### src/mips_consts.svh
`ifndef MIPS_CONSTS_SVH
`define MIPS_CONSTS_SVH

`define NB_DATA    32
`define NB_REG     5
`define NB_IMM     32
`define NB_OP      6
`define NB_FN      6
`define NB_ALU_OP  4

`define OP_RTYPE   6'b000000
`define OP_J       6'b000010
`define OP_BEQ     6'b000100
`define OP_BNE     6'b000101
`define OP_ADDI    6'b001000
`define OP_ADDIU   6'b001001
`define OP_SLTI    6'b001010
`define OP_SLTIU   6'b001011
`define OP_ANDI    6'b001100
`define OP_ORI     6'b001101
`define OP_XORI    6'b001110
`define OP_LUI     6'b001111
`define OP_LB      6'b100000
`define OP_LH      6'b100001
`define OP_LW      6'b100011
`define OP_LBU     6'b100100
`define OP_LHU     6'b100101
`define OP_SB      6'b101000
`define OP_SH      6'b101001
`define OP_SW      6'b101011
`define OP_HLT     6'b111111

`define FN_SLL     6'b000000
`define FN_SRL     6'b000010
`define FN_SRA     6'b000011
`define FN_ADD     6'b100000
`define FN_ADDU    6'b100001
`define FN_SUB     6'b100010
`define FN_SUBU    6'b100011
`define FN_AND     6'b100100
`define FN_OR      6'b100101
`define FN_XOR     6'b100110
`define FN_NOR     6'b100111
`define FN_SLT     6'b101010
`define FN_SLTU    6'b101011

`define ALU_ADD    4'd0
`define ALU_SUB    4'd1
`define ALU_AND    4'd2
`define ALU_OR     4'd3
`define ALU_XOR    4'd4
`define ALU_NOR    4'd5
`define ALU_SLT    4'd6
`define ALU_SLTU   4'd7
`define ALU_SLL    4'd8
`define ALU_SRL    4'd9
`define ALU_SRA    4'd10
`define ALU_LUI    4'd11

`endif

### src/mips_pkg.sv
`include "mips_consts.svh"

package mips_pkg;

    typedef enum logic [`NB_ALU_OP-1:0] {
        alu_add  = `ALU_ADD,
        alu_sub  = `ALU_SUB,
        alu_and  = `ALU_AND,
        alu_or   = `ALU_OR,
        alu_xor  = `ALU_XOR,
        alu_nor  = `ALU_NOR,
        alu_slt  = `ALU_SLT,
        alu_sltu = `ALU_SLTU,
        alu_sll  = `ALU_SLL,
        alu_srl  = `ALU_SRL,
        alu_sra  = `ALU_SRA,
        alu_lui  = `ALU_LUI
    } alu_op_t;

    typedef struct packed {
        logic                reg_write;
        logic                mem_to_reg;
        logic                mem_read;
        logic                mem_write;
        logic                branch;
        logic                branch_ne;   // set together with branch for bne.
        logic                alu_src;
        logic                reg_dest;
        logic                signed_flag;
        logic                byte_en;
        logic                halfword_en;
        logic                word_en;
        logic                hlt;
        logic                jump;
        alu_op_t             alu_op;
        logic [`NB_DATA-1:0] pc;
        logic [`NB_DATA-1:0] data_a;
        logic [`NB_DATA-1:0] data_b;
        logic [`NB_IMM-1:0]  immediate;
        logic [`NB_DATA-1:0] shamt;
        logic [`NB_REG-1:0]  rs;
        logic [`NB_REG-1:0]  rt;
        logic [`NB_REG-1:0]  rd;
    } id_ex_t;

    typedef struct packed {
        logic                reg_write;
        logic                mem_to_reg;
        logic                mem_read;
        logic                mem_write;
        logic                signed_flag;
        logic                byte_en;
        logic                halfword_en;
        logic                word_en;
        logic                hlt;
        logic                pc_redirect;
        logic [`NB_DATA-1:0] alu_result;   // also the memory address.
        logic [`NB_DATA-1:0] store_data;
        logic [`NB_DATA-1:0] redirect_target;
        logic [`NB_REG-1:0]  write_reg;
    } ex_mem_t;

endpackage

### src/instr_decoder.sv
`include "mips_consts.svh"

module instr_decoder (
    input  logic [`NB_DATA-1:0] instr,
    input  logic [`NB_DATA-1:0] pc,
    input  logic [`NB_DATA-1:0] data_a,
    input  logic [`NB_DATA-1:0] data_b,
    output mips_pkg::id_ex_t    id_ex
);

    logic [`NB_OP-1:0]  opcode;
    logic [`NB_FN-1:0]  funct;
    logic [15:0]        imm16;
    logic [`NB_IMM-1:0] imm_sext;
    logic [`NB_IMM-1:0] imm_zext;
    logic               known;

    assign opcode   = instr[31:26];
    assign funct    = instr[5:0];
    assign imm16    = instr[15:0];
    assign imm_sext = {{(`NB_IMM-16){imm16[15]}}, imm16};
    assign imm_zext = {{(`NB_IMM-16){1'b0}}, imm16};

    always_comb begin
        known              = 1'b1;
        id_ex              = '0;
        id_ex.pc           = pc;
        id_ex.data_a       = data_a;
        id_ex.data_b       = data_b;
        id_ex.rs           = instr[25:21];
        id_ex.rt           = instr[20:16];
        id_ex.rd           = instr[15:11];
        id_ex.shamt        = {{(`NB_DATA-5){1'b0}}, instr[10:6]};
        id_ex.immediate    = imm_sext;   // most encodings sign-extend.
        case (opcode)
            `OP_RTYPE: begin
                id_ex.reg_write = 1'b1;
                id_ex.reg_dest  = 1'b1;
                case (funct)
                    `FN_ADD, `FN_ADDU: id_ex.alu_op = mips_pkg::alu_add;
                    `FN_SUB, `FN_SUBU: id_ex.alu_op = mips_pkg::alu_sub;
                    `FN_AND:           id_ex.alu_op = mips_pkg::alu_and;
                    `FN_OR:            id_ex.alu_op = mips_pkg::alu_or;
                    `FN_XOR:           id_ex.alu_op = mips_pkg::alu_xor;
                    `FN_NOR:           id_ex.alu_op = mips_pkg::alu_nor;
                    `FN_SLT:           id_ex.alu_op = mips_pkg::alu_slt;
                    `FN_SLTU:          id_ex.alu_op = mips_pkg::alu_sltu;
                    `FN_SLL:           id_ex.alu_op = mips_pkg::alu_sll;
                    `FN_SRL:           id_ex.alu_op = mips_pkg::alu_srl;
                    `FN_SRA:           id_ex.alu_op = mips_pkg::alu_sra;
                    default:           known = 1'b0;
                endcase
            end
            `OP_ADDI, `OP_ADDIU, `OP_SLTI, `OP_SLTIU: begin
                id_ex.reg_write = 1'b1;
                id_ex.alu_src   = 1'b1;
                if (opcode == `OP_SLTI) begin
                    id_ex.alu_op = mips_pkg::alu_slt;
                end else if (opcode == `OP_SLTIU) begin
                    id_ex.alu_op = mips_pkg::alu_sltu;   // compared unsigned after sign extension.
                end else begin
                    id_ex.alu_op = mips_pkg::alu_add;
                end
            end
            `OP_ANDI, `OP_ORI, `OP_XORI: begin
                id_ex.reg_write = 1'b1;
                id_ex.alu_src   = 1'b1;
                id_ex.immediate = imm_zext;
                if (opcode == `OP_ANDI) begin
                    id_ex.alu_op = mips_pkg::alu_and;
                end else if (opcode == `OP_ORI) begin
                    id_ex.alu_op = mips_pkg::alu_or;
                end else begin
                    id_ex.alu_op = mips_pkg::alu_xor;
                end
            end
            `OP_LUI: begin
                id_ex.reg_write = 1'b1;
                id_ex.alu_src   = 1'b1;
                id_ex.alu_op    = mips_pkg::alu_lui;
                id_ex.immediate = {imm16, 16'b0};
            end
            `OP_LB, `OP_LH, `OP_LW, `OP_LBU, `OP_LHU: begin
                id_ex.reg_write   = 1'b1;
                id_ex.mem_to_reg  = 1'b1;
                id_ex.mem_read    = 1'b1;
                id_ex.alu_src     = 1'b1;
                id_ex.alu_op      = mips_pkg::alu_add;
                id_ex.byte_en     = (opcode == `OP_LB) || (opcode == `OP_LBU);
                id_ex.halfword_en = (opcode == `OP_LH) || (opcode == `OP_LHU);
                id_ex.word_en     = (opcode == `OP_LW);
                id_ex.signed_flag = (opcode == `OP_LB) || (opcode == `OP_LH);
            end
            `OP_SB, `OP_SH, `OP_SW: begin
                id_ex.mem_write   = 1'b1;
                id_ex.alu_src     = 1'b1;
                id_ex.alu_op      = mips_pkg::alu_add;
                id_ex.byte_en     = (opcode == `OP_SB);
                id_ex.halfword_en = (opcode == `OP_SH);
                id_ex.word_en     = (opcode == `OP_SW);
            end
            `OP_BEQ, `OP_BNE: begin
                id_ex.branch    = 1'b1;
                id_ex.branch_ne = (opcode == `OP_BNE);
                id_ex.alu_op    = mips_pkg::alu_sub;
            end
            `OP_J: begin
                id_ex.jump      = 1'b1;
                id_ex.immediate = {6'b0, instr[25:0]};   // the 26-bit instruction index.
            end
            `OP_HLT: id_ex.hlt = 1'b1;
            default: known = 1'b0;
        endcase
        // an unknown encoding becomes a bubble that still carries pc and operands.
        if (!known) begin
            id_ex        = '0;
            id_ex.pc     = pc;
            id_ex.data_a = data_a;
            id_ex.data_b = data_b;
        end
    end

endmodule

### config.mk
export PLATFORM = sky130hd
export DESIGN_NAME = instr_decoder
export DESIGN_NICKNAME = d
export VERILOG_FILES = /design/src/mips_pkg.sv /design/src/instr_decoder.sv
export VERILOG_INCLUDE_DIRS = /design/src
export SDC_FILE = /design/constraint.sdc
export NUM_CORES = 1
export LEC_CHECK = 0
export BUFFER_PORTS_ARGS = -buffer_cell sky130_fd_sc_hd__buf_2
export CORE_AREA = 2 2 125 127
export DETAILED_ROUTE_END_ITERATION = 12
export DIE_AREA = 0 0 127 129
export PLACE_DENSITY_LB_ADDON = 0.3
export REMOVE_ABC_BUFFERS = 1
export SLEW_MARGIN = 20
export SYNTH_ARGS = -nofsm -noshare
export SYNTH_HDL_FRONTEND = slang
export SYNTH_SLANG_ARGS = --single-unit
### constraint.sdc
create_clock -name vclk -period 3.1
set_clock_uncertainty 0.15 [all_clocks]
set_input_delay 0.62 -clock vclk [all_inputs]
set_output_delay 0.62 -clock vclk [all_outputs]
set_load 0.01 [all_outputs]
==> run metrics <==
run status finished with violations; failing checks negative setup slack; Die Area 16400 um2; Cell Pwr Density 152 nW/um2; mean post-synth cell area about 6.4 um2; Critical Path Max Stage Delay 0.54 ns; num sequential 0; Synth area leaders buf_4 (50%), and2_1 (7.4%), a21oi_1 (5.6%), and3_1 (5.3%), a22oi_1 (4.4%); placed cell count between 400 and 500; Util after Layout 0.163; dpl hpwl between 10 and 15 mm; dominant cell type by area after synthesis buf_4; fmax between 300 and 400 MHz; RSZ-0062 raised after global routing true; final instance area approximately 2400 um2; Final Cycle Share 1.02; CP Max Fanout 11; area fraction of the dominant cell type after synthesis 0.497; Worst Path Arrival 2.38 ns; CP delay by family, top simple AND/OR/NAND/NOR gates; Setup CP Type in2out; min Tclk post-route ~3.2 ns; area grow syn2layout 30.1%; Setup Viol. Count Final 24; drt first-iter violations 81; layout cell share with drive strength beyond 1 0.592; WL final roughly 17 mm; gr ovfl total 0; commonest non-fill, non-tap cell in the layout buf_2; number of I/O pins approximately 320; instance count of the mapped netlist 291; routability congestion estimate 0.839; non-filler cells in the finished layout about 490; Yosys cell types 34; most frequent cells in the layout buf_2 (66), buf_6 (42), conb_1 (27); vias in the first global route around 1900; pre-CTS WS -0.134 ns; Final WS setup -0.0524 ns; worst path bufs/invs 4; remaining routing DRC violations 0; CP cell instances buf_6, or2_4, or4_4, nor3_4, buf_4, a211oi_4, buf_6, a21oi_1, buf_2; number of vias per cell 4.28; number of diodes 0; crit path capture type primary output; CLK BUF 0; DIE WIDTH roughly 130 um; number of I/O port buffers between 100 and 150; post-synthesis sequential area ratio 0; Lkg Pwr 1.15 nW; Chip Height 129 um; pin count of the biggest net entering global routing 18; WHS 1.09 ns; HP Class in2out; core area 15000 um2; YS warnings 0; hold buffers post-CTS 0; nets@finish around 440; Final Hold Viols 0; wire length of the first global-routing pass ~21 mm; placed cell area around 1900 um2; max-cap viol count 0; most used cell along the critical path buf_6; Peak VDD IR between 0.03 and 0.04 mV; Filler cells 1715; Worst Hold Depth 0; DRT Pass-1 Iters 4; initial antenna violation count 0; startpoint types input pin; critical path depth 9; Total Routing Usage GR 0.199; row cnt 45; Hold Path Sink id_ex[174]; synthesized area around 1900 um2; Pins Over Slew Limit 0; post-route ant nets 0; wire per inst approximately 35 um; Slowest-stage cell, CP or4_4; DR vias between 2000 and 2500; register area 0 um2; Hold Startpoint pc[31]; Starting Density 0.125; setup TNS -0.490 ns; Worst Path Required 2.33 ns; Tot Pwr 0.371 mW
## power breakdown
part | switching, mW | internal [mW]
clock | 0 | 0
sequential | 0 | 0
combinational | 0.184 | 0.187
## cell usage after synthesis
library cell,n
nor3_1,7
inv_1,4
nor4_1,1
buf_2,5
o21ai_1,1
nor2_1,13
and3_1,16
a211oi_1,2
nand2b_1,4
nor3b_1,1
and2_1,22
mux2i_1,1
buf_4,124
or2_1,1
a2111oi_2,1
nor3_4,1
a211oi_2,1
a32oi_1,1
a21oi_1,21
or4_4,1
o21ai_0,8
nor2b_1,4
xor2_1,1
clkbuf_1,10
or2_2,3
o32ai_1,1
o31ai_1,1
a22oi_1,11
nand2_1,17
conb_1,1
nand3_1,2
nand4_1,2
a211o_2,1
o22ai_1,1
## logic make-up (layout without fill, tap and decap cells)
logic type / Yosys count / after routing / synth area share
mux: 1 / 1 / 0.00535
buf+inv: 143 / 132 / 0.539
compound gates: 50 / 50 / 0.169
other cells: 1 / 27 / 0.00200
xor+xnor: 1 / 1 / 0.00468
simple gates: 95 / 95 / 0.280
## routing by layer
layer | share of wire | vias to the layer above | GRT usage
li1 | - | 848 | -
met1 | 0.28 | 928 | 0.169
met2 | 0.47 | 310 | 0.334
met5 | 0.0053 | - | 0.0529
met4 | 0.035 | 4 | 0.0478
met3 | 0.21 | 22 | 0.188
## final cells by class
| cell class | count | area, um2 | area share |
|---|---|---|---|
| multi-input combinational | 174 | 1170 | 0.479 |
| timing repair buffer | 128 | 1020 | 0.418 |
| tap | 188 | 235 | 0.0966 |
| inverter | 4 | 15.0 | 0.00617 |
## worst max path at each step
| stage | slack [ns] | to | startpoint |
|---|---|---|---|
| floorplan | -0.05 | id_ex[192] | instr[29] |
| global placement | -0.14 | id_ex[192] | instr[29] |
| detailed placement | -0.13 | id_ex[14] | instr[29] |
| CTS | -0.07 | id_ex[78] | instr[30] |
| global route | -0.11 | id_ex[62] | instr[30] |
| finish | -0.05 | id_ex[71] | instr[30] |
## timing repair
| item | 4_1_cts | 5_1_grt |
|---|---|---|
| setup buffers | 4 | 2 |
| cloned | 3 | 0 |
| pin swaps | 37 | 1 |
| gates resized for setup | 78 | 21 |
| hold endpoints to repair | 0 | 0 |
| endpoints found under the setup margin | 53 | 53 |
Power figures use the tool's default switching activity.
